[src/alu_defines.svh]
`ifndef ALU_DEFINES_SVH
`define ALU_DEFINES_SVH

// Instructions per fetch packet
// Also the number of ALU lanes, one lane per slot
`define ALU_SLOTS 2

// Architectural integer registers, x0 included
`define ALU_REGS 32

// Data path width
`define ALU_XLEN 32

// Register stages inside one ALU lane
// Operand stage plus result stage
`define ALU_LANE_LATENCY 2

// Register file read ports, rs1 and rs2 for every slot
`define ALU_RD_PORTS (2 * `ALU_SLOTS)

`endif

[src/alu_pkg.sv]
`include "alu_defines.svh"

package alu_pkg;

    // Data value or raw instruction word
    typedef logic [`ALU_XLEN-1:0] word_t;

    // Architectural register index
    typedef logic [$clog2(`ALU_REGS)-1:0] reg_idx_t;

    // Lane operations, immediate forms share the register-register codes
    typedef enum logic [3:0] {
        OP_NONE,
        OP_ADD,
        OP_SUB,
        OP_AND,
        OP_OR,
        OP_XOR,
        OP_SLL,
        OP_SRL,
        OP_SRA,
        OP_SLT,
        OP_SLTU,
        OP_LUI
    } alu_op_e;

    // Held packet state
    // FULL keeps both slots, SPLIT keeps only slot 1
    typedef enum logic [1:0] {
        IDLE,
        FULL,
        SPLIT
    } issue_state_e;

    // One decoded instruction
    typedef struct packed {
        logic     valid;
        alu_op_e  op;
        reg_idx_t rd;
        reg_idx_t rs1;
        reg_idx_t rs2;
        logic     uses_rs2;
        word_t    imm;
    } decoded_op_t;

    // Operands handed to a lane
    typedef struct packed {
        logic     valid;
        alu_op_e  op;
        reg_idx_t rd;
        word_t    operand_a;
        word_t    operand_b;
    } lane_issue_t;

    // Result on its way to the register file
    typedef struct packed {
        logic     valid;
        reg_idx_t rd;
        word_t    value;
    } commit_t;

endpackage

[src/reg_file.sv]
`timescale 1ns/1ps
`include "alu_defines.svh"

module reg_file (
    input  logic              clk,
    input  logic              rst_n,
    input  alu_pkg::reg_idx_t rs_idx [`ALU_RD_PORTS],
    output alu_pkg::word_t    rs_data [`ALU_RD_PORTS],
    input  alu_pkg::commit_t  wr [`ALU_SLOTS]
);

    alu_pkg::word_t regs [`ALU_REGS];

    always_ff @(posedge clk or negedge rst_n) begin
        if (!rst_n) begin
            for (int r = 0; r < `ALU_REGS; r++) begin
                regs[r] <= '0;
            end
        end else begin
            // Later lane overrides on a shared rd
            for (int i = 0; i < `ALU_SLOTS; i++) begin
                if (wr[i].valid && (wr[i].rd != '0)) begin
                    regs[wr[i].rd] <= wr[i].value;
                end
            end
        end
    end

    // Reads with write-through from the commit bus
    always_comb begin
        for (int p = 0; p < `ALU_RD_PORTS; p++) begin
            rs_data[p] = regs[rs_idx[p]];
            for (int i = 0; i < `ALU_SLOTS; i++) begin
                if (wr[i].valid && (wr[i].rd == rs_idx[p])) begin
                    rs_data[p] = wr[i].value;
                end
            end
            // x0 hardwired
            if (rs_idx[p] == '0) begin
                rs_data[p] = '0;
            end
        end
    end

endmodule

[config.mk]
export PLATFORM = sky130hd
export DESIGN_NAME = reg_file
export DESIGN_NICKNAME = d
export VERILOG_FILES = /design/src/alu_pkg.sv /design/src/reg_file.sv
export VERILOG_INCLUDE_DIRS = /design/src /design/src/src
export SDC_FILE = /design/constraint.sdc
export NUM_CORES = 2
export LEC_CHECK = 0
export BUFFER_PORTS_ARGS = -buffer_cell sky130_fd_sc_hd__buf_2
export CORE_ASPECT_RATIO = 0.8
export CORE_UTILIZATION = 35
export DETAILED_ROUTE_END_ITERATION = 12
export GPL_TIMING_DRIVEN = 0
export PLACE_DENSITY = 0.52
export SLEW_MARGIN = 20
export SYNTH_ARGS = -nofsm -noshare
export SYNTH_HDL_FRONTEND = slang
export SYNTH_SLANG_ARGS = --single-unit
[constraint.sdc]
create_clock -name clk -period 1.9 [get_ports clk]
set_input_delay 0.095 -clock clk [delete_from_list [all_inputs] [get_ports clk]]
set_output_delay 0.095 -clock clk [all_outputs]
set_load 0.02 [all_outputs]
# After elaboration in Yosys (flattened, before gate mapping)
# Cells that the tools add are included.
# word_totals
out_inout_bits	128
elab_cells	104
regBits	1024
# classes
mux	32
magnitude_cmp	8
bitwise	6
eq_ne	8
reduce_logical	18
# op_table
cell	count
bitwise mux 1024 bit	2
two-way mux 1024 bit	2
two-way mux 32 bit	22
binary-select mux 32 bit (select 5 bit)	4
demux 32 bit (select 5 bit)	2
equality test 5 bit	8
>= comparator 6 bit (second input constant)	6
NOT 5 -> 6 bit	6
logical NOT 5 bit	4
logical AND 1 bit	12
< comparator 6 x 1 -> 1 bit (second input constant)	2
nonzero test 5 bit	2

# Depth between registers and ports, before layout
# depth
word_depth	9
ltp_mapped	10
ltp_nobuf	5

# Worst setup path after synthesis
# No wires, ideal clock.
# synth_path
path_kind	input port to output port
start	input rs_idx[9] (netlist name)
end	output rs_data[39] (netlist name)
stages	8
t_required_ns	1.805
path_buffers	3
slack_ns	-0.158
arrival_ns	1.963
path_cell_list	buf_2 > or3b_2 > clkbuf_1 > clkbuf_1 > o22ai_1 > a211o_1 > nor2_1 > o31ai_1
# synth_lines
element	line_no	source
from (decl)	reg_file.sv:7	input alu_pkg::reg_idx_t rs_idx [`ALU_RD_PORTS],
to (decl)	reg_file.sv:8	output alu_pkg::word_t rs_data [`ALU_RD_PORTS],

==> results.json <==
{
  "gr-total-overflow": 0,
  "fin_total_pwr_uw": 113000,
  "grt_usage_pct": 57.9,
  "status": "finished, violations left",
  "synth_top_area_share_pct": 31.3,
  "reg2reg_depth": 3,
  "core_sq_um": 232000,
  "row_count": 158,
  "whs_ps": -834,
  "setup_slack_ps": -1500,
  "antenna_found_initial": 88,
  "post_drt_via_cell_ratio": 7.58,
  "rsz0062_at_grt": "yes",
  "power.leakage_uw": 0.0408,
  "area_delta_synth_final_pct": 26.4,
  "hpwl_microns": 550000,
  "nets": 8479,
  "clockBufferDepth": 4,
  "largest_registers": "regs: 1024 flops",
  "wl_per_cell_microns": 59.8,
  "avgSynthCellArea_sq_um": 10.5,
  "drv_cap": 0,
  "first_iter_violations": 16900,
  "largest_reg_flops": 1024,
  "grt_max_degree": 123,
  "cp.arrival_ps": 3300,
  "top_register": "regs",
  "die-area_sq_um": 236000,
  "failed_checks": "hold timing, setup timing",
  "globalplace.congestion": 1.14,
  "critPathKind": "reg -> out",
  "cts.sinks": 1024,
  "netlist_instances": 7785,
  "synth_common_cells": "mux2i_1 (1284), dfrtp_1 (1024), nor2_1 (822), a21oi_1 (803), mux4_2 (794)",
  "syn-cell-area_sq_um": 81700,
  "hold_viol": 405,
  "synth_top_cell_by_area": "dfrtp_1",
  "synth.net_count": 7883,
  "ys_seq_elements": 1024,
  "drtAntennaViolNets": 0,
  "yosysMostFrequentCell": "mux2i_1",
  "numCtsBuffers": 139,
  "clk_latency_ps": 850,
  "async_flop_share_pct": 100,
  "fin_util_pct": 44.6,
  "htreeDepth": 4,
  "num_io_pins": 226,
  "r2r_slack_ps": 440,
  "skew_ps": 0,
  "io_buffers": 153,
  "power.density_nw_per_um2": 1090,
  "start_util_pct": 35.3,
  "reg2reg_to": "regs[641]",
  "vdd_drop_max_v": 0.000910,
  "yosysWarnings": 0,
  "synth-edff-count": 0,
  "crit_path_top_delay_cell": "nand4_1",
  "fin_tns_setup_ps": -160940,
  "cts.clk_slew.worst_paths_ps": 60,
  "min_path_type": "in -> async",
  "slew-limit-headroom_pct": 5.18,
  "routed_wl_microns": 699000,
  "synth_ff_type": "dfrtp_1",
  "ys_types": 63,
  "startpoint_type": "register",
  "cts-root-buf": "clkbuf_16",
  "grt_pass1_wl_microns": 869000,
  "grt_pass1_vias": 78800,
  "setup_violations": 405,
  "seq_area_frac_synth_pct": 31.3,
  "synthTopCellsByArea": "dfrtp_1 (31%), mux4_2 (22%), mux2i_1 (16%)",
  "rr_startpoint": "regs[641]",
  "cts_tree": "yes",
  "critical_path.max_fanout": 3,
  "cp.required_ps": 1800,
  "worst_slew_pin_slew_ps": 1420,
  "drt_first_pass_iters": 9,
  "fmax_ghz": 0.295,
  "die_h_microns": 434,
  "placed_cell_area_sq_um": 88800,
  "period_share_pct": 179,
  "endpoint_kind": "primary output",
  "crit_path_cell_trace": "mux2i_4 -> a311oi_2 -> nand4_1 -> and4_1 -> o221ai_2 -> buf_4",
  "detailroute.via_count": 88700,
  "final_area_sq_um": 103000,
  "cpPeakStageDelay_ps": 670,
  "post-route-drc-count": 0,
  "final_max_slew_viol_count": 0,
  "die_x_microns": 542,
  "fin_crit_ps": 3400,
  "drive_above_1_share_pct": 35.1
}
==> cells by family (layout without fill, tap and decap cells) <==
logic type	count (synthesis)	after routing	share of synthesized area [%]
AOI/OAI and AO/OA	2190	2190	17.4
xor gates and xnor gates	40	40	0.429
buffers and inverters	1096	1785	6.12
DFF	1024	1024	31.3
muxes	2115	2115	38.1
other	0	97	0
and+or+nand+nor	1320	1320	6.58
==> layout by cell type, fill, tap and decap left out, types with 48 or more instances in the layout <==
| master | n |
|---|---|
| mux2i_1 | 1272 |
| dfrtp_1 | 820 |
| nor2_1 | 801 |
| mux4_2 | 794 |
| a21oi_1 | 784 |
| clkbuf_1 | 407 |
| nand2_1 | 344 |
| buf_4 | 289 |
| o21ai_0 | 242 |
| dfrtp_2 | 201 |
| a32oi_1 | 200 |
| buf_6 | 197 |
| clkbuf_2 | 193 |
| buf_2 | 161 |
| clkbuf_16 | 142 |
| o22ai_1 | 98 |
| diode_2 | 97 |
| a211oi_2 | 90 |
| a22o_4 | 88 |
| a21o_1 | 73 |
| a22oi_1 | 71 |
| a211oi_4 | 65 |
| o221ai_1 | 61 |
| o221ai_2 | 60 |
| buf_12 | 56 |
| dlygate4sd3_1 | 55 |
| clkbuf_4 | 51 |
| buf_1 | 49 |
| a22oi_2 | 48 |
==> repair_timing <==
action | in CTS | in global routing
setup buffers | 142 | 46
hold buffers | 50 | 5
endpoints found under the setup margin | 1075 | 403
pin swaps | 350 | 134
endpoints found under the hold margin | 549 | 412
gates cloned | 0 | 1
resized for setup | 1618 | 237
==> cell type report <==
class                      count  area (sq um)
antenna                       97           243
buffer                      1065          6640
clock buffer                 190          3990
clock inverter                44           594
fill                       21900        129000
inverter                      19          75.1
multi-input combinational   5665         56900
sequential                  1024         25900
tap                         3120          3900
timing repair buffer         467          5140
==> per-stage QoR <==
step                instances  setup WS [ps]
floorplan                7785          -90.6
global placement        11100         -24350
detailed placement      11100          -3190
CTS                     11500          -1320
global route            11600          -1300
finish                  11700          -1500
==> how the worst max path moves through the flow <==
stage                       end  depth (start not counted)        from
finish              rs_data[30]                          6   regs[190]
global route        rs_data[30]                          6    regs[62]
CTS                 rs_data[85]                          5   regs[597]
detailed placement  rs_data[69]                          9  rs_idx[11]
global placement      regs[210]                          1       rst_n
floorplan           rs_data[65]                          7  rs_idx[12]
==> report_power, final <==
part           internal (uW)  total, uW  switching (uW)
logic                  19800      46500           26700
clock network          16300      28500           12200
registers              27700      37800           10100
total                  63900     113000           49000
==> critical path, delay by kind of cell, from the launching register on <==
| kind | cells | cell delay (ps) |
|---|---|---|
| AO/OA/AOI/OAI | 2 | 560 |
| buffers and inverters | 1 | 200 |
| flip-flops | 1 | 440 |
| multiplexers | 1 | 110 |
| AND/OR/NAND/NOR | 2 | 1100 |
==> metal layers <==
metal	up-vias	track usage (%)	routed length (microns)
li1	31400	-	-
met1	45700	68.1	253000
met2	9248	72.0	257000
met3	2299	40.2	126000
met4	75	41.3	60300
met5	-	8.39	3510
No activity file was read; power rests on OpenSTA's default activity.
