## config.mk

```make
export PLATFORM = sky130hd
export DESIGN_NAME = writeback_merge
export DESIGN_NICKNAME = d
export VERILOG_FILES = /design/src/alu_pkg.sv /design/src/writeback_merge.sv
export VERILOG_INCLUDE_DIRS = /design/src /design/src/src
export SDC_FILE = /design/constraint.sdc
export NUM_CORES = 1
export LEC_CHECK = 0
export BUFFER_PORTS_ARGS = -buffer_cell sky130_fd_sc_hd__buf_2
export CORE_MARGIN = 10
export CORE_UTILIZATION = 34
export DETAILED_ROUTE_END_ITERATION = 7
export GPL_TIMING_DRIVEN = 0
export HOLD_SLACK_MARGIN = 0.15
export PLACE_DENSITY_LB_ADDON = 0.05
export SYNTH_ARGS = -nofsm -noshare
export SYNTH_HDL_FRONTEND = slang
export SYNTH_SLANG_ARGS = --single-unit
```

## constraint.sdc

```tcl
create_clock -name clk -period 0.8 [get_ports clk]
set_input_delay 0.16 -clock clk [delete_from_list [all_inputs] [get_ports clk]]
set_output_delay 0.16 -clock clk [all_outputs]
set_load 0.01 [all_outputs]
```

## src/alu_defines.svh

```systemverilog
`ifndef ALU_DEFINES_SVH
`define ALU_DEFINES_SVH

// Instructions per fetch packet
// Also the number of ALU lanes, one lane per slot
`define ALU_SLOTS 2

// Architectural integer registers, x0 included
`define ALU_REGS 32

// Data path width
`define ALU_XLEN 32

// Register stages inside one ALU lane
// Operand stage plus result stage
`define ALU_LANE_LATENCY 2

// Register file read ports, rs1 and rs2 for every slot
`define ALU_RD_PORTS (2 * `ALU_SLOTS)

`endif

```

## src/alu_pkg.sv

```systemverilog
`include "alu_defines.svh"

package alu_pkg;

    // Data value or raw instruction word
    typedef logic [`ALU_XLEN-1:0] word_t;

    // Architectural register index
    typedef logic [$clog2(`ALU_REGS)-1:0] reg_idx_t;

    // Lane operations, immediate forms share the register-register codes
    typedef enum logic [3:0] {
        OP_NONE,
        OP_ADD,
        OP_SUB,
        OP_AND,
        OP_OR,
        OP_XOR,
        OP_SLL,
        OP_SRL,
        OP_SRA,
        OP_SLT,
        OP_SLTU,
        OP_LUI
    } alu_op_e;

    // Held packet state
    // FULL keeps both slots, SPLIT keeps only slot 1
    typedef enum logic [1:0] {
        IDLE,
        FULL,
        SPLIT
    } issue_state_e;

    // One decoded instruction
    typedef struct packed {
        logic     valid;
        alu_op_e  op;
        reg_idx_t rd;
        reg_idx_t rs1;
        reg_idx_t rs2;
        logic     uses_rs2;
        word_t    imm;
    } decoded_op_t;

    // Operands handed to a lane
    typedef struct packed {
        logic     valid;
        alu_op_e  op;
        reg_idx_t rd;
        word_t    operand_a;
        word_t    operand_b;
    } lane_issue_t;

    // Result on its way to the register file
    typedef struct packed {
        logic     valid;
        reg_idx_t rd;
        word_t    value;
    } commit_t;

endpackage

```

## src/writeback_merge.sv

```systemverilog
`timescale 1ns/1ps
`include "alu_defines.svh"

module writeback_merge (
    input  logic             clk,
    input  logic             rst_n,
    input  alu_pkg::commit_t lane_out [`ALU_SLOTS],
    output alu_pkg::commit_t commit [`ALU_SLOTS]
);

    // One register per lane onto the shared result bus
    always_ff @(posedge clk or negedge rst_n) begin
        if (!rst_n) begin
            for (int i = 0; i < `ALU_SLOTS; i++) begin
                commit[i] <= '0;
            end
        end else begin
            for (int i = 0; i < `ALU_SLOTS; i++) begin
                // x0 results are computed but never committed
                commit[i].valid <= lane_out[i].valid && (lane_out[i].rd != '0);
                commit[i].rd    <= lane_out[i].rd;
                commit[i].value <= lane_out[i].value;
            end
        end
    end

    // Same bus feeds the outside, register file writes and busy clears

endmodule

```

### After elaboration in Yosys (flattened, before gate mapping)

Cells that the tools add are included.
Widths: inputs -> output; s select.

| storage, ports and cells | value |
|---|---|
| flip-flop bits (word level) | 76 |
| bits of input ports | 78 |
| output and inout port bits | 76 |
| word-level logic and storage cells | 10 |

| cells by class | value |
|---|---|
| reductions and logical operators | 4 |

Operators by type and width:

| cell | count |
|---|---|
| $reduce_bool 5->1 | 2 |
| $logic_and 1x1->1 | 2 |

### Logic depth before layout (Yosys ltp)

Gate-level depths: netlist (run 1).

| depth | value |
|---|---|
| depth after elaboration | 2 |
| gate-level depth with buffers | 2 |
| depth with buffers taken out | 2 |

### Least setup slack after synthesis (run 1)

Ideal clock, no wire load.

| timing | value |
|---|---|
| path type | input to register |
| start point | input port lane_out[32] in the netlist's numbering |
| end point | register commit[37] in the netlist's numbering |
| library setup time | 119 ps |
| arrival | 829 ps |
| required time | 681 ps |
| setup slack | -147 ps |
| stages on the path | 2 |
| buffers on the path | 0 |
| path through | or4_1 > o21a_1 |

| on the way | value |
|---|---|
| cells in the longest elaborated chain, start to end | 2 |

RTL lines:

| what | line | source |
|---|---|---|
| start: declaration | writeback_merge.sv:7 | `` input alu_pkg::commit_t lane_out [`ALU_SLOTS], `` |
| $reduce_bool 5->1 | writeback_merge.sv:20 | `commit[i].valid <= lane_out[i].valid && (lane_out[i].rd != '0);` |
| $logic_and 1x1->1 | writeback_merge.sv:20 |  |
| end: declaration | writeback_merge.sv:8 | `` output alu_pkg::commit_t commit [`ALU_SLOTS] `` |

Every way passes these cells.

### Final worst setup path (run 1)

| timing | value |
|---|---|
| start point | register commit[25] in the netlist's numbering |
| end point | output port commit[25] in the netlist's numbering |

No word-level cell between the ends.

==> impl_results.md, run 1 <==
* Crit path depth at 1
* Via count at 1558
* Worst Setup SP: commit[25]
* Die span in x at 95.4 um
* Area leader, netlist: dfrtp_1
* CP max stage delay at 380 ps
* IR drop worst, VDD at 1.29 mV
* Max H-tree Level at 3
* All-Layer GR Usage at 0.141
* Maxcap violations at 0
* RSZ-0062 raised after global routing: yes
* FF+latch count, synth at 76
* Final HPWL DP at 4370 um
* Total nets after synthesis at 158
* Largest net degree at the start of global routing at 50
* Placer Congestion at 0.692
* Setup crit end: commit[25]
* Number of flip-flops in the largest register at between 70 and 80
* Crit start category: flip-flop
* Grt ovf at 0
* Setup violators final at 76
* Ys flop type: dfrtp_1
* Violated checks: hold timing, setup timing
* Share of cells above drive strength 1 at 0.517
* I/O pins at around 150
* Starting density of the core at 0.351
* Core occupancy in the finished layout at 0.725
* Number of global-route vias before repair at about 1.7k
* Synth top area share at 0.984
* Buffers on Ports at roughly 150
* Cell variety after synth at 3
* Critical Path RT at 640 ps
* Final Critical Period at 1010 ps
* Commonest cells in the netlist: dfrtp_1 (76), o21a_1 (2), or4_1 (2)
* Layout area overhead at 107%
* Mapped Cells at 80
* Yosys warns at 0
* Global-route wire length before repair at ~9500 um
* CP max-delay cell: dfrtp_1
* Core area at 5510 um2
* Fmax at approximately 990 MHz
* Sequential share of the synthesized area at 0.984
* Finished Cell Area at between 3000 and 4000 um2
* Layout Nets at 395
* Die Area at 9100 um2
* Clock-pin slew on the worst setup and hold paths at ~70 ps
* Total CTS buffers at 9
* Initial antenna violation count at 0
* Top-count cell post-synth: dfrtp_1
* Status: finished, violations left
* Root Buffer: clkbuf_8
* Worst Setup End Kind: output port
* Placed Area at roughly 2800 um2
* Crit Path Class: reg2out
* Remaining DRCs at 0
* TritonCTS clock tree: built
* WL final at 6510 um
* Largest registers: commit: 76 flops
* Max_slew headroom at 0.761
* Crit share post-route at 1.26
* Slew Limit Fails at 0
* Final setup margin at -211 ps
* DR iter-0 viols at 18
* LEAKAGE at 1.99 nW
* Largest fanout on the critical path at 1
* WP data arrival at around 850 ps
* Antenna-violating nets left at 0
* Final hold vios at 31
* CTS sink cnt at 76
* Ant. Diodes at 0
* Critical-path cell list: buf_2
* Worst path bufs/invs at 1
* DR WL/cell at 16.6 um
* Async S/R FF share, synth at 1.00
* Mapped Area at 1930 um2
* Top post-synthesis cells by area: dfrtp_1 (98%), o21a_1 (0.78%), or4_1 (0.78%)
* Vias/cell at 3.96
* Longest Clk Path Bufs at 2
* Largest Register: commit
* Kind of cell adding the most delay to the critical path: flip-flops
* Hold slack at -263 ps
* PwrDens at 1970 nW/um2
* Worst Hold Class: in2async
* Avg Cell Area, Syn at between 20 and 25 um2
* Total power at 7.87 mW
* Slew @ Worst Pin at about 360 ps
* 1st-pass router iterations at 2
* Die H at 95.4 um
* Row cnt at 27
* Number of flops mapped to enable cells by yosys at 0
placed cells by master (no fill, tap or decap), drive strengths merged:
| master | count |
|---|---|
| buf | 154 |
| dfrtp | 76 |
| dlygate4sd3 | 72 |
| clkbuf | 13 |
| or4 | 2 |
| o21a | 2 |
| clkinv | 1 |
| bufinv | 1 |
cells by family (layout without fill, tap and decap cells):
group | after synthesis | in the layout | share of synthesized area
buffers and inverters | 0 | 241 | 0
DFF | 76 | 76 | 0.984
and+or+nand+nor | 2 | 2 | 0.00777
AOI/OAI and AO/OA | 2 | 2 | 0.00777
where the power goes:
part / switching [mW] / internal [mW]
Clock: 1.24 / 1.51
Sequential: 0.0720 / 4.04
Combinational: 0.380 / 0.637
per-layer routing:
| layer | up-vias | wire length (um) | global-route usage |
|---|---|---|---|
| met5 | - | 0 | 0 |
| met4 | 0 | 72 | 0.0590 |
| met3 | 8 | 796 | 0.0856 |
| met2 | 91 | 3510 | 0.238 |
| met1 | 735 | 2130 | 0.136 |
| li1 | 724 | - | - |
through the flow:
step / setup WS (ps) / std cells / TNS, ps / hold slack [ps]
finish: -211 / 393 / -14270 / -263
detailed placement: -284 / 306 / -566 / 101
CTS: -223 / 389 / -15450 / -262
floorplan: -147 / 80 / -295 / -136
global placement: -930 / 305 / -70900 / 268
global route: -258 / 393 / -17520 / -262
cell type report:
class | count | area [um2]
sequential | 76 | 1900
clock inverter | 2 | 35.0
fill | 376 | 1520
tap | 72 | 90.1
multi-input combinational | 4 | 30.0
timing repair buffer | 226 | 1790
clock buffer | 13 | 149
timing repair:
item	in CTS	in global routing
hold buffers	68	4
gates resized for setup	17	31
setup endpoints to repair	76	76
endpoints found under the hold margin	152	85
cloned	0	0
buffers inserted	0	0
worst min-delay path by stage:
stage,cells after the start,startpoint,end,slack [ps]
after global routing,1,rst_n,commit[26],-260
after global placement,1,lane_out[9],commit[9],270
after CTS,1,rst_n,commit[26],-260
final,1,rst_n,commit[34],-260
after floorplan,0,rst_n,commit[0],-140
after detailed placement,1,rst_n,commit[52],100
(Power assumes the default switching activity.)
==> run 2, diff against run 1 <==
- ABC_AREA: unset -> 1
- CORE_ASPECT_RATIO: unset -> 1.75
- REMOVE_ABC_BUFFERS: unset -> 1
==> impl_results.md, run 2 <==
* Top post-synthesis cells by area: dfrtp_1 (98%), inv_1 (0.77%), nor2_1 (0.77%)
* Share of cells above drive strength 1 at 0.513 (-0.00370)
* Layout area overhead at 110%
* Slew Limit Fails at 0 (unchanged)
* Mapped Cells at 88 (+10%)
* Area leader, netlist: dfrtp_1
* Number of flops mapped to enable cells by yosys at 0 (unchanged)
* Die span in x at 77.2 um (-19%)
* Ant. Diodes at 0 (unchanged)
* Async S/R FF share, synth at 1.00 (unchanged)
* Number of flip-flops in the largest register at 76 (unchanged)
* Comb power frac at 0.129 (about the same)
* Grt ovf at 0 (unchanged)
* Avg Cell Area, Syn at 22.2 um2 (-8.3%)
* FF+latch count, synth at 76 (unchanged)
* WP data arrival at 860 ps (about the same)
* Worst Hold Class: in2reg
* Fill count at 386 (+2.7%)
* Die Area at 9280 um2 (+2.0%)
* Status: finished, violations left
* WL final at 7260 um (+12%)
* Final HPWL DP at 4620 um (+5.8%)
* LEAKAGE at 2.06 nW (+3.2%)
* Longest Clk Path Bufs at 2 (unchanged)
* Mapped Area at 1950 um2 (+0.91%)
* Slew @ Worst Pin at 210 ps (-149 ps)
* DR iter-0 viols at 79 (+61)
* Violated checks: setup timing
* Sw Share at 0.224 (+0.00909)
* Cell internal pwr at 6.40 mW (+3.4%)
* Most common cell after layout, fill and taps aside: buf_2
* Critical Path RT at 640 ps (about the same)
* Reg power frac at 0.498 (-0.024)
* Final hold vios at 0 (-100%)
* Synth top area share at 0.976 (-0.00885)
* Fmax at 977 MHz (-1.2%)
* Root Buffer: clkbuf_8
* Sequential share of the synthesized area at 0.976 (-0.00885)
* All-Layer GR Usage at 0.152 (+0.0113)
* Vias/cell at 3.96 (about the same)
* Global-route wire length before repair at 10700 um (+13%)
* Cell variety after synth at 5 (+2)
* TritonCTS clock tree: built
* Top-count cell post-synth: dfrtp_1
* Crit Path Class: reg2out
* Kind of cell adding the most delay to the critical path: flip-flops
* Antenna-violating nets left at 0 (unchanged)
* Initial antenna violation count at 0 (unchanged)
* DR WL/cell at 17.7 um (+6.7%)
* Via count at 1628 (+4.5%)
* Starting density of the core at 0.349 (-0.00182)
* Max_slew headroom at 0.860 (+0.0991)
* Largest net degree at the start of global routing at 67 (+34%)
* Clk pwr share at 0.373 (+0.024)
* Worst path bufs/invs at 1 (unchanged)
* Buffers on Ports at 153 (unchanged)
* Crit start category: flip-flop
* CP max-delay cell: dfrtp_1
* Total CTS buffers at 9 (unchanged)
* Largest Register: commit
* Critical-path cell list: buf_2
* Layout Nets at 408 (+3.3%)
* RSZ-0062 raised after global routing: yes
* Number of global-route vias before repair at 1925 (+10%)
* Commonest cells in the netlist: dfrtp_1 (76), inv_1 (4), nor2_1 (4)
* IR drop worst, VDD at 1.82 mV (+41%)
* Leading cell types in the layout, fill and taps excluded: buf_2 (114), dlygate4sd3_1 (77), dfrtp_1 (76), buf_6 (37), clkbuf_8 (12)
* Setup violators final at 77 (+1.3%)
* Core area at 5590 um2 (+1.4%)
* Largest fanout on the critical path at 1 (unchanged)
* CP max stage delay at 380 ps (about the same)
* Die H at 120 um (+26%)
* 1st-pass router iterations at 4 (+2)
* Placer Congestion at 0.731 (+5.6%)
* CTS sink cnt at 76 (unchanged)
* Worst Setup End Kind: output port
* Row cnt at 36 (+33%)
* Yosys warns at 0 (unchanged)
* Maxcap violations at 0 (unchanged)
* Final setup margin at -223 ps (-12.0 ps)
* Ys flop type: dfrtp_1
* PwrDens at 2020 nW/um2 (+2.2%)
* Sw Pwr at 1.84 mW (+9.1%)
* Core occupancy in the finished layout at 0.732 (+0.00702)
* Crit share post-route at 1.28 (+0.0150)
* Hold slack at 120 ps (+383 ps)
* Remaining DRCs at 0 (unchanged)
* Max H-tree Level at 3 (unchanged)
* Final Critical Period at 1020 ps (+12.0 ps)
* Clock-pin slew on the worst setup and hold paths at 80 ps (about the same)
* Largest registers: commit: 76 flops
* I/O pins at 154 (unchanged)
## run 2: changes by cell type in the layout (fill, tap and decap cells not counted), moves of 3 or more
cell / change
buf_6: -6
buf_2: +5
dlygate4sd3_1: +5
inv_1: +4
clkbuf_1: -3
## run 2: final timing paths
check / from / end / slack (ps) / depth (start not counted)
setup / recovery: commit[6] / commit[6] / -220 / 1
hold / removal: lane_out[74] / commit[75] / 120 / 5
max in group asynchronous: rst_n / commit[4] / 130 / 3
min in group asynchronous: rst_n / commit[1] / 210 / 2
## run 2: cell families (layout without fill, tap and decap cells)
family	count (synthesis)	count (layout)	synth area share
buf+inv	4	251	0.00770
flops	76	76	0.976
simple gates	8	8	0.0167
## run 2: final cells by class
type | count | area, um2 | area share
sequential | 76 | 1900 | 0.465
timing repair buffer | 231 | 1820 | 0.445
clock buffer | 12 | 165 | 0.0404
tap | 76 | 95.1 | 0.0233
clock inverter | 4 | 55.1 | 0.0135
multi-input combinational | 8 | 37.5 | 0.00918
inverter | 4 | 15.0 | 0.00367
## run 2: routing by layer
| layer | global-route usage | share of wire | routed length, um |
|---|---|---|---|
| met1 | 0.140 | 0.32 | 2310 |
| met2 | 0.276 | 0.58 | 4220 |
| met3 | 0.0673 | 0.083 | 602 |
| met4 | 0.0722 | 0.018 | 134 |
| met5 | 0 | 0 | 0 |
## run 2: metrics by stage
stage | setup WS (ps) | power, mW | instance area [um2] | TNS (ps) | std cells
finish | -223 | 8.24 | 4090 | -14710 | 411
global route | -271 | 8.59 | 4090 | -18270 | 411
CTS | -247 | 8.22 | 3950 | -16380 | 411
detailed placement | 137 | 4.79 | 2840 | 0 | 318
global placement | -898 | 4.75 | 2810 | -68010 | 317
floorplan | 264 | 4.28 | 1950 | 0 | 88
## run 2: power by group through the flow
stage               clock network (mW)  registers [mW]  logic (mW)
floorplan                            0            4.27      0.0114
global placement                     0            4.14       0.611
detailed placement                   0            4.15       0.639
CTS                               3.14            4.09       0.995
global route                      3.32            4.12        1.14
finish                            3.08            4.10        1.06
## run 2: timing repair
action,CTS,global route
resized for setup,25,20
hold buffers,77,9
buffers inserted,0,0
gates cloned,0,1
endpoints found under the hold margin,152,10
endpoints found under the setup margin,76,141
pin swaps,0,5
## run 2: tightest hold or removal path, cell delays in order
cell and delay [ps]:
buf_2 100, nor2_2 30, nand3_1 50, nand2_1 40
inv_1 40
