## src/alu_defines.svh

```systemverilog
`ifndef ALU_DEFINES_SVH
`define ALU_DEFINES_SVH

// Instructions per fetch packet
// Also the number of ALU lanes, one lane per slot
`define ALU_SLOTS 2

// Architectural integer registers, x0 included
`define ALU_REGS 32

// Data path width
`define ALU_XLEN 32

// Register stages inside one ALU lane
// Operand stage plus result stage
`define ALU_LANE_LATENCY 2

// Register file read ports, rs1 and rs2 for every slot
`define ALU_RD_PORTS (2 * `ALU_SLOTS)

`endif

```

## src/alu_pkg.sv

```systemverilog
`include "alu_defines.svh"

package alu_pkg;

    // Data value or raw instruction word
    typedef logic [`ALU_XLEN-1:0] word_t;

    // Architectural register index
    typedef logic [$clog2(`ALU_REGS)-1:0] reg_idx_t;

    // Lane operations, immediate forms share the register-register codes
    typedef enum logic [3:0] {
        OP_NONE,
        OP_ADD,
        OP_SUB,
        OP_AND,
        OP_OR,
        OP_XOR,
        OP_SLL,
        OP_SRL,
        OP_SRA,
        OP_SLT,
        OP_SLTU,
        OP_LUI
    } alu_op_e;

    // Held packet state
    // FULL keeps both slots, SPLIT keeps only slot 1
    typedef enum logic [1:0] {
        IDLE,
        FULL,
        SPLIT
    } issue_state_e;

    // One decoded instruction
    typedef struct packed {
        logic     valid;
        alu_op_e  op;
        reg_idx_t rd;
        reg_idx_t rs1;
        reg_idx_t rs2;
        logic     uses_rs2;
        word_t    imm;
    } decoded_op_t;

    // Operands handed to a lane
    typedef struct packed {
        logic     valid;
        alu_op_e  op;
        reg_idx_t rd;
        word_t    operand_a;
        word_t    operand_b;
    } lane_issue_t;

    // Result on its way to the register file
    typedef struct packed {
        logic     valid;
        reg_idx_t rd;
        word_t    value;
    } commit_t;

endpackage

```

## src/alu_lane.sv

```systemverilog
`timescale 1ns/1ps
`include "alu_defines.svh"

module alu_lane (
    input  logic                 clk,
    input  logic                 rst_n,
    input  alu_pkg::lane_issue_t lane_in,
    output alu_pkg::commit_t     lane_out
);

    alu_pkg::lane_issue_t stage_q;
    alu_pkg::commit_t     result_d;
    alu_pkg::commit_t     result_q [`ALU_LANE_LATENCY-1];
    logic [$clog2(`ALU_XLEN)-1:0] shamt;

    // Operand stage
    always_ff @(posedge clk or negedge rst_n) begin
        if (!rst_n) begin
            stage_q <= '0;
        end else begin
            stage_q <= lane_in;
        end
    end

    // Shift amount from the low bits of operand b
    assign shamt = stage_q.operand_b[$clog2(`ALU_XLEN)-1:0];

    always_comb begin
        result_d.valid = stage_q.valid;
        result_d.rd    = stage_q.rd;
        case (stage_q.op)
            alu_pkg::OP_ADD:  result_d.value = stage_q.operand_a + stage_q.operand_b;
            alu_pkg::OP_SUB:  result_d.value = stage_q.operand_a - stage_q.operand_b;
            alu_pkg::OP_AND:  result_d.value = stage_q.operand_a & stage_q.operand_b;
            alu_pkg::OP_OR:   result_d.value = stage_q.operand_a | stage_q.operand_b;
            alu_pkg::OP_XOR:  result_d.value = stage_q.operand_a ^ stage_q.operand_b;
            alu_pkg::OP_SLL:  result_d.value = stage_q.operand_a << shamt;
            alu_pkg::OP_SRL:  result_d.value = stage_q.operand_a >> shamt;
            // Arithmetic shift keeps the sign
            alu_pkg::OP_SRA:  result_d.value = $signed(stage_q.operand_a) >>> shamt;
            alu_pkg::OP_SLT: begin
                result_d.value = {31'b0, $signed(stage_q.operand_a) < $signed(stage_q.operand_b)};
            end
            alu_pkg::OP_SLTU: result_d.value = {31'b0, stage_q.operand_a < stage_q.operand_b};
            // Upper immediate arrives already shifted
            alu_pkg::OP_LUI:  result_d.value = stage_q.operand_b;
            default:          result_d.value = '0;
        endcase
    end

    // Result stage, deeper lanes extend the chain
    always_ff @(posedge clk or negedge rst_n) begin
        if (!rst_n) begin
            for (int k = 0; k < `ALU_LANE_LATENCY-1; k++) begin
                result_q[k] <= '0;
            end
        end else begin
            result_q[0] <= result_d;
            for (int k = 1; k < `ALU_LANE_LATENCY-1; k++) begin
                result_q[k] <= result_q[k-1];
            end
        end
    end

    assign lane_out = result_q[`ALU_LANE_LATENCY-2];

endmodule

```

## config.mk

```make
export PLATFORM = sky130hd
export DESIGN_NAME = alu_lane
export DESIGN_NICKNAME = d
export VERILOG_FILES = /design/src/alu_pkg.sv /design/src/alu_lane.sv
export VERILOG_INCLUDE_DIRS = /design/src /design/src/src
export SDC_FILE = /design/constraint.sdc
export NUM_CORES = 1
export LEC_CHECK = 0
export BUFFER_PORTS_ARGS = -buffer_cell sky130_fd_sc_hd__buf_2
export CAP_MARGIN = 20
export CORE_ASPECT_RATIO = 1.25
export CORE_MARGIN = 1.5
export CORE_UTILIZATION = 37
export CTS_CLUSTER_DIAMETER = 60
export DETAILED_ROUTE_END_ITERATION = 12
export PLACE_DENSITY = 0.53
export SLEW_MARGIN = 20
export SYNTH_ARGS = -nofsm -noshare
export SYNTH_HDL_FRONTEND = slang
export SYNTH_SLANG_ARGS = --single-unit
```

## constraint.sdc

```tcl
create_clock -name clk -period 11.9 [get_ports clk]
set_input_delay 1.19 -clock clk [delete_from_list [all_inputs] [get_ports clk]]
set_output_delay 1.19 -clock clk [all_outputs]
set_load 0.03 [all_outputs]
```

After elaboration in Yosys (flattened, before gate mapping)
Cells that the tools add are included.
Cells by class
  bitwise operators: 3
  mux-type cells: 1
  add/subtract/negate cells: 2
  $mul: 0
  shifts and indexed selects: 3
  $lt $le $gt $ge: 2
  reduce and logical (&&, ||, !) cells: 0
  divide/modulo/power cells: 0
  equality and inequality tests: 11
Operators by type and width (count)
  $pmux 32 s11: 1
  $lt 32x32->1: 2
  $add 32x32->32: 1
  $and 32x32->32: 1
  $or 32x32->32: 1
  $shl 32x5->32: 1
  $shr 32x5->32: 1
  $sshr 32x5->32: 1
  $sub 32x32->32: 1
  $xor 32x32->32: 1
  $eq 4x3->1 const B: 4
  $eq 4x4->1 const B: 4
  $eq 4x2->1 const B: 2
  $eq 4x1->1 const B: 1
Storage, ports and cells
  register bits after elaboration: 112
  output and inout bits: 38
  bits in read-only memories: 0
  memories: 0
  word-level logic and storage cells: 30
  input bits: 76
  RAM bits: 0
  bits in latches: 0

Longest topological paths before layout
Gate-level depths: netlist of the first run.
  depth in word-level cells: 2
  mapped depth: 15
  mapped depth without buffers: 12

Worst setup path after synthesis of the first run
No wires, ideal clock.
  kind: reg2reg
  start point: register stage_q, in the netlist shamt[2]
  end point: register result_q, in the netlist lane_out[23]
  period minus slack after synthesis: 3.921 ns
  cell stages (with the launch flop): 16
  path slack: 7.979 ns
  setup time: 0.126 ns
  data required time: 11.774 ns
  path buffers: 4
  arrival: 3.795 ns
  cell sequence: dfrtp_1 buf_2 clkinv_1 buf_2 clkbuf_1 buf_1 ha_1 and3_1 a2111oi_4 a211oi_1 or3_1 nand3_1 and2_1 o31ai_1 xor2_1 a221o_1
RTL lines
  start: declaration: line alu_lane.sv:11  | alu_pkg::lane_issue_t stage_q;
  start signal: assignment: line alu_lane.sv:21  | stage_q <= lane_in;
  end signal: indexed assignment: line alu_lane.sv:60  | result_q[k] <= result_q[k-1];
  end: declaration: line alu_lane.sv:13  | alu_pkg::commit_t result_q [`ALU_LANE_LATENCY-1];

==> results of run 1 <==
-- state kept, by name (all words and copies together), names as in the netlist --
| name | flops |
|---|---|
| stage_q | 63 |
| lane_out | 38 |
| shamt | 5 |
| result_d | 6 |
-- where the power goes --
part / switching [mW] / internal [mW]
logic: 0.306 / 0.166
registers: 0.0364 / 0.411
clock network: 0.177 / 0.153
total: 0.520 / 0.730
-- layer usage --
metal	GRT usage	vias to the layer above	part of all wire
met5	0	-	0
met4	0.190	0	0.068
met3	0.0419	127	0.056
met2	0.476	522	0.48
met1	0.349	5642	0.39
li1	-	5355	-
-- placed cells by master, fill, tap and decap left out, types with 12 or more instances in the layout --
cell type	count
a21oi_1	104
nand2_1	123
a21o_1	13
o31ai_1	15
nor2_1	130
o211ai_1	23
mux2i_1	45
o2111ai_1	12
nor3_1	20
a211oi_1	23
inv_1	91
a221oi_1	22
o21ai_0	121
buf_2	112
mux4_2	40
buf_4	25
ha_1	101
nand3_1	31
a22oi_1	16
nand2b_1	14
mux2_2	17
dfrtp_1	107
or3_1	17
o22ai_1	21
-- final timing paths --
kind,from,endpoint,depth (start not counted)
setup / recovery,shamt[3],lane_out[31],12
hold / removal,result_d[34],lane_out[34],0
setup reg to reg,shamt[3],lane_out[31],12
hold reg to reg,result_d[34],lane_out[34],0
max in group asynchronous,rst_n,shamt[4],2
min in group asynchronous,rst_n,lane_out[29],1
-- cell type report --
cell class,instances,share of cell area
clock inverter,7,0.00783
multi-input combinational,1104,0.633
tap,407,0.0393
sequential,112,0.217
timing repair buffer,137,0.0578
inverter,94,0.0273
clock buffer,9,0.0174
antenna,1,0.000193
-- synth_stat cells, drive strengths merged (22+ instances only) --
cell	number
nor3	25
nand2	123
buf	46
o211ai	23
o21ai	128
mux4	46
clkbuf	61
a221oi	22
nand3	31
a21oi	105
mux2i	45
ha	101
dfrtp	112
inv	92
a211oi	23
nor2	130
-- cells by family after synthesis --
logic type                 after synthesis  synth area share
adders and majority gates              103             0.110
muxes                                  108             0.144
buffers and inverters                  201            0.0710
AOI/OAI and AO/OA                      481             0.272
and+or+nand+nor                        406             0.161
xor gates and xnor gates                 6           0.00445
DFF                                    112             0.237
==> impl_metrics.tcl, run 1 <==
set metrics [dict create \
    globalplace.congestion 1.01 \
    worst_ir_drop_vdd_v 0.0000646 \
    worstPathRequired_ns 12.23 \
    register_area_sq_mm 0.00281 \
    multi_input_area_sq_mm 0.00819 \
    power.density_mw_per_mm2 96.5 \
    drc 0 \
    fin_ws_ns 7.32 \
    cts_tree "done" \
    placed_area_sq_mm 0.0126 \
    fin_area_sq_mm 0.0129 \
    cts_max_path_buffers 2 \
    grtUsageTotal 0.289 \
    finalCritPeriodShare 0.385 \
    dp_cells 1854 \
    nets 1637 \
    clk_pin_slew_ns 0.08 \
    max_slew.worst_pin.slew_ns 0.833 \
    cts_root_buffer "clkbuf_16" \
    grt-ovfl-total 0 \
    ys_types 87 \
    finalHoldViolations 0 \
    synth_edf_count 0 \
    status "completed" \
    path_max_fanout 69 \
    synthCells 1417 \
    synth-seq-cells 112 \
    vias_per_cell 6.22 \
    p_total_mw 1.25 \
    grt_pass1_wl_um 71000 \
    cpPeakStageDelay_ns 0.69 \
    grt_max_degree 71 \
    port_buffers 113 \
    cts_sinks 112 \
    cp_slowest_cell "a211oi_1" \
    die-area_sq_mm 0.0330 \
    yosysWarningCount 0 \
    hold_slack_ns 0.353 \
    die_x_um 163 \
    fin_tns_setup_ns 0 \
    final_antenna_net_count 0 \
    areaGrowthSynthToFinish_pct 9.67 \
    synthFlopType "dfrtp_1" \
    route.vias.total 11646 \
    cap_viol_max_count 0 \
    dp_hpwl_um 35300 \
    fin_worst_skew_ns 0.0200 \
    final_cell_count_no_fill 1871 \
    post-place-ws_ns 7.48 \
    nFillCells 3191 \
    setup_violations 0 \
    cp_common_cell "nand3_1" \
    synth_top_cells_by_area "dfrtp_1, ha_1, mux4_2" \
    io_pins 114 \
    drt_wl_total_um 47200 \
    fp-row-count 72 \
    synth_top_cell_by_area "dfrtp_1" \
    arrival_ns 4.91 \
    crit_buf_inv 2 \
    start_util 0.379 \
    antenna_found_initial 0 \
    wire_per_inst_um 25.2 \
    htree_levels 3 \
    rsz0062_at_grt "no" \
    die_h_um 203 \
    fmax_mhz 218 \
    min_path_type "reg -> reg" \
    synth_nets 1596 \
    period_minus_slack_ns 4.58 \
    leakage_nw 5.67 \
    cts_setup_buffers 0 \
    yosysTopAreaCellShare 0.237 \
    crit_family "compound AO/OA/AOI/OAI gates" \
    maxSlewHeadroom 0.439 \
    cp-start-kind "flop" \
    drtPass1Iterations 7 \
    end_kind "flop" \
    seq_area_frac_synth 0.237 \
    syn_area_sq_mm 0.0118 \
    fin_util 0.415 \
    synth-async-reset-ratio 1.00 \
    maxSlewViolCount 0 \
    r2r_slack_ns 7.32 \
    avgSynthCellArea_sq_um 8.33 \
    drt_iter0_markers 1035 \
    crit_type "reg -> reg" \
    core_area_sq_mm 0.0312 \
    insertion_delay_ns 0.40 \
    post_cts_resized 0 \
    grt_pass1_vias 11020 \
    drive_gt1_frac 0.163 \
    cts_buffers 9 \
    path_cells "buf_4 -> inv_2 -> ha_1 -> and3_1 -> a2111oi_4 -> a211oi_1 -> o211ai_1 -> o21ai_1 -> nand4_1 -> nand3_1 -> or4b_1 -> nand3_1" \
    ctsHoldBuffers 0 \
]
Note: power is estimated with default switching activity, not from simulation.
==> run 2, diff against run 1 <==
==> constraint.sdc (replaced) <==
create_clock -name clk -period 4.4 [get_ports clk]
set_input_delay 0.44 -clock clk [delete_from_list [all_inputs] [get_ports clk]]
set_output_delay 0.44 -clock clk [all_outputs]
set_load 0.03 [all_outputs]
==> run 2 against run 1 <==
  * Worst hold slack worse by 0.29 ns
  * Final cell count grew 0.96%
  * Sequential power rose to 2.7 times the previous value
  * Clock power increased to 2.7 times the previous value
  * Critical path type unchanged
  * Sequential cell count did not move
  * Sequential share of layout area decreased by 0.23 points
  * Non-clock buffer count grew 19
  * Power rose to 2.7 times the previous value
==> impl_metrics.tcl, run 2 (synthesized netlist as in run 1, its figures left out) <==
set metrics [dict create \
    insertion_delay_ns 0.38 \
    seq_power_share 0.352 \
    grtUsageTotal 0.296 \
    arrival_ns 4.00 \
    die_x_um 163 \
    grt_pass1_wl_um 72900 \
    power.density_mw_per_mm2 258 \
    final_cell_mix "nor2_1, nand2_1, o21ai_0" \
    fin_tns_setup_ns 0 \
    port_buffers 113 \
    cp-start-kind "flop" \
    final_common_cell "nor2_1" \
    path_max_fanout 14 \
    drt_iter0_markers 1148 \
    wire_per_inst_um 25.9 \
    core_area_sq_mm 0.0312 \
    combinationalPowerShare 0.388 \
    leakage_nw 5.75 \
    htree_levels 3 \
    cts_sinks 112 \
    post_cts_resized 0 \
    switching_share 0.414 \
    die_h_um 203 \
    maxSlewHeadroom 0.330 \
    fp-row-count 72 \
    antenna_found_initial 1 \
    drc 0 \
    status "completed" \
    ctsHoldBuffers 0 \
    p_int_mw 1.98 \
    grt_max_degree 70 \
    areaGrowthSynthToFinish_pct 10.8 \
    n_antenna_cell 0 \
    drive_gt1_frac 0.175 \
    vias_per_cell 6.30 \
    finalCritPeriodShare 0.848 \
    cts_tree "done" \
    dp_hpwl_um 36500 \
    worstPathRequired_ns 4.67 \
    largest_reg_flops 63 \
    fin_worst_skew_ns 0.0125 \
    placed_area_sq_mm 0.0128 \
    grt-ovfl-total 0 \
    fin_area_sq_mm 0.0131 \
    end_kind "flop" \
    crit_type "reg -> reg" \
    finalHoldViolations 0 \
    rsz0062_at_grt "no" \
    maxSlewViolCount 0 \
    max_slew.worst_pin.slew_ns 1.00 \
    start_util 0.379 \
    nets 1656 \
    route.vias.total 11897 \
    fmax_mhz 268 \
    drt_wl_total_um 48900 \
    worst_ir_drop_vdd_v 0.000153 \
    cts_root_buffer "clkbuf_16" \
    clk_pin_slew_ns 0.09 \
    regMostFlops "stage_q" \
    die-area_sq_mm 0.0330 \
    grt_pass1_vias 11536 \
    p_total_mw 3.38 \
    switchingPower_mw 1.40 \
    cts_max_path_buffers 2 \
    clkPwrFrac 0.260 \
    final_antenna_net_count 0 \
    io_pins 114 \
    min_path_type "in -> async" \
    setup_violations 0 \
    cts_setup_buffers 0 \
    cts_buffers 9 \
    cap_viol_max_count 0 \
    globalplace.congestion 0.987 \
    period_minus_slack_ns 3.73 \
    drtPass1Iterations 6 \
]
## run 2: power groups by stage
stage	registers, mW	logic (mW)	clock network [mW]
2_1_floorplan	1.28	0.775	0
3_3_place_gp	1.21	1.29	0
3_5_place_dp	1.21	1.29	0
4_1_cts	1.19	1.30	0.905
5_1_grt	1.20	1.41	0.948
6_report	1.19	1.31	0.878
## run 2: worst max-delay path, stage by stage (launching register included)
cell	delay, ns
dfrtp_1	0.55
inv_1	0.08
ha_1	0.48
nor3_1	0.59
nor4b_1	0.33
o21ai_1	0.22
a211oi_1	0.42
nor3_2	0.17
o311ai_0	0.41
a41oi_1	0.17
a31o_1	0.21
## run 2: worst paths after layout
kind | from | end | slack, ns | cells after the start
max in group asynchronous | rst_n | shamt[3] | 3.59 | 2
worst max register to register | stage_q[49] | lane_out[28] | 0.67 | 10
worst max-delay path | stage_q[49] | lane_out[28] | 0.67 | 10
worst min-delay path | rst_n | lane_out[23] | 0.06 | 1
worst min register to register | result_d[32] | lane_out[32] | 0.35 | 0
min in group clk | lane_in[41] | stage_q[41] | 0.15 | 1
## run 2: cell type report
class,count,area [sq um]
tap,407,509
multi-input combinational,1104,8200
timing repair buffer,156,903
clock inverter,7,85.1
inverter,94,353
clock buffer,9,225
fill,3238,18100
sequential,112,2810
## run 2: stage by stage
step / hold WS [ns] / cells / util / worst slack (ns)
global placement: 0.331 / 1873 / 0.410 / 0.863
global route: 0.120 / 1889 / 0.420 / 0.450
CTS: 0.0918 / 1889 / 0.420 / 0.784
finish: 0.0642 / 1889 / 0.420 / 0.671
detailed placement: 0.336 / 1873 / 0.410 / 0.813
floorplan: 0.144 / 1417 / - / 0.479
## run 2: per-layer routing
layer,GRT usage,vias up,part of all wire
li1,-,5389,-
met1,0.361,5804,0.39
met2,0.486,572,0.48
met3,0.0376,132,0.062
met4,0.202,0,0.075
met5,0,-,0
==> run 3, diff against run 2 <==
--- a/config.mk
+++ b/config.mk
@@ -13,7 +13,7 @@
 export CORE_UTILIZATION = 37
 export CTS_CLUSTER_DIAMETER = 60
 export DETAILED_ROUTE_END_ITERATION = 12
-export PLACE_DENSITY = 0.53
+export PLACE_DENSITY = 0.55
 export SLEW_MARGIN = 20
 export SYNTH_ARGS = -nofsm -noshare
 export SYNTH_HDL_FRONTEND = slang
==> constraint.sdc (replaced) <==
create_clock -name clk -period 3 [get_ports clk]
set_input_delay 0.3 -clock clk [delete_from_list [all_inputs] [get_ports clk]]
set_output_delay 0.3 -clock clk [all_outputs]
set_load 0.03 [all_outputs]
==> run 3 against run 2 <==
  * The flow now finishes with violations (setup timing)
  * Routed wire length rose by 7.1%
  * Count of clock-buffer cells in the layout unchanged
  * Utilization is 8.6 points higher
  * Critical path type unchanged
  * Critical endpoint is now lane_out[24]
==> impl_metrics.tcl, run 3 (synthesized netlist as in run 1, its figures left out) <==
set metrics [dict create \
    maxSlewViolCount 0 \
    cts_sinks 112 \
    wire_per_inst_um 24.5 \
    power.density_mw_per_mm2 346 \
    drt_wl_total_um 52400 \
    rsz0062_at_grt "yes" \
    min_path_type "in -> reg" \
    dp_hpwl_um 40100 \
    placed_area_sq_mm 0.0145 \
    n_antenna_cell 0 \
    end_kind "flop" \
    nFillCells 3060 \
    die_x_um 163 \
    die-area_sq_mm 0.0330 \
    max_slew.worst_pin.slew_ns 0.759 \
    start_util 0.379 \
    cts_max_path_buffers 2 \
    cts_buffers 9 \
    finalCritPeriodShare 1.00 \
    maxSlewHeadroom 0.494 \
    met1_usage 0.375 \
    cts_tree "done" \
    gr-usage-met3 0.0366 \
    route.vias.total 12983 \
    grt_pass1_wl_um 77200 \
    final_antenna_net_count 0 \
    drc 0 \
    hold_slack_ns 0.00984 \
    clk_pin_slew_ns 0.08 \
    cp-start-kind "flop" \
    largest_reg_flops 63 \
    globalplace.congestion 1.00 \
    regMostFlops "stage_q" \
    cts_root_buffer "clkbuf_16" \
    fp-row-count 72 \
    busiest_layer "met2" \
    register_area_sq_mm 0.00282 \
    path_max_fanout 13 \
    violations "setup timing" \
    drt_iter0_markers 1255 \
    nets 1910 \
    crit_type "reg -> reg" \
    port_buffers 113 \
    fin_tns_setup_ns -0.00512 \
    final_cell_mix "buf_4, nor2_1, nand2_1" \
    grt_use_met2 0.513 \
    worstPathRequired_ns 3.26 \
    setup_violations 1 \
    worst_ir_drop_vdd_v 0.000269 \
    fmax_mhz 333 \
    grt_max_degree 67 \
    io_pins 114 \
    leakage_nw 7.04 \
    grt_pass1_vias 12575 \
    fin_worst_skew_ns 0.0136 \
    htree_levels 3 \
    fin_area_sq_mm 0.0158 \
    die_h_um 203 \
    grtUsageTotal 0.315 \
    status "finished, violations left" \
    post-place-ws_ns -0.179 \
    period_minus_slack_ns 3.01 \
    fin_ws_ns -0.00512 \
    cap_viol_max_count 0 \
    insertion_delay_ns 0.39 \
    multi_input_area_sq_mm 0.00877 \
    finalHoldViolations 0 \
    vias_per_cell 6.06 \
    drtPass1Iterations 7 \
    final_common_cell "buf_4" \
    drive_gt1_frac 0.337 \
    core_area_sq_mm 0.0312 \
    areaGrowthSynthToFinish_pct 33.6 \
    arrival_ns 3.26 \
    grt-ovfl-total 0 \
    antenna_found_initial 1 \
]
[run 3: metal layers]
metal / wire length [um] / share of wire
met5: 0 / 0
met4: 4600 / 0.088
met3: 3400 / 0.065
met2: 24700 / 0.47
met1: 19700 / 0.38
[run 3: worst paths after layout]
| kind | from | end | slack (ns) | cells past startpoint |
|---|---|---|---|---|
| max | shamt[0] | lane_out[24] | -0.005 | 10 |
| min | lane_in[26] | stage_q[26] | 0.01 | 1 |
| max reg2reg | shamt[0] | lane_out[24] | -0.005 | 10 |
| min reg2reg | result_d[33] | lane_out[33] | 0.35 | 0 |
| max in group asynchronous | rst_n | shamt[0] | 1.67 | 3 |
| min in group asynchronous | rst_n | stage_q[25] | 0.50 | 2 |
[run 3: area by class of cell]
class                      count  share of cell area
clock buffer                   9              0.0143
timing repair buffer         410               0.192
clock inverter                 7             0.00389
sequential                   112               0.179
tap                          407              0.0323
multi-input combinational   1104               0.556
inverter                      94              0.0229
[run 3: timing repair]
item	CTS	global route
gates resized for setup	43	87
buffers inserted	5	12
pin swaps	9	29
gates cloned	2	0
endpoints found under the setup margin	15	22
hold buffers	19	5
hold endpoints to repair	31	5
[run 3: per-stage QoR]
stage	instances	utilization	total power [mW]
2_1_floorplan	1417	-	3.04
3_3_place_gp	2084	0.465	4.01
3_5_place_dp	2084	0.465	4.02
4_1_cts	2126	0.488	5.35
5_1_grt	2143	0.506	5.75
6_report	2143	0.506	5.46
[run 3: power breakdown]
| part | internal [mW] | total (mW) | switching, mW | leakage (nW) |
|---|---|---|---|---|
| logic | 1.06 | 2.51 | 1.46 | 5.59 |
| clock network | 0.582 | 1.23 | 0.652 | 0.140 |
| registers | 1.63 | 1.71 | 0.0841 | 1.31 |
| total | 3.27 | 5.46 | 2.19 | 7.04 |
[run 3: critical path, stage by stage (launching register included)]
cell,delay [ns]
dfrtp_4,0.44
buf_8,0.14
buf_8,0.17
mux2_2,0.38
mux4_2,0.54
o211ai_1,0.25
buf_4,0.17
a22o_1,0.17
o311ai_2,0.17
a2111oi_2,0.35
a21oi_1,0.11
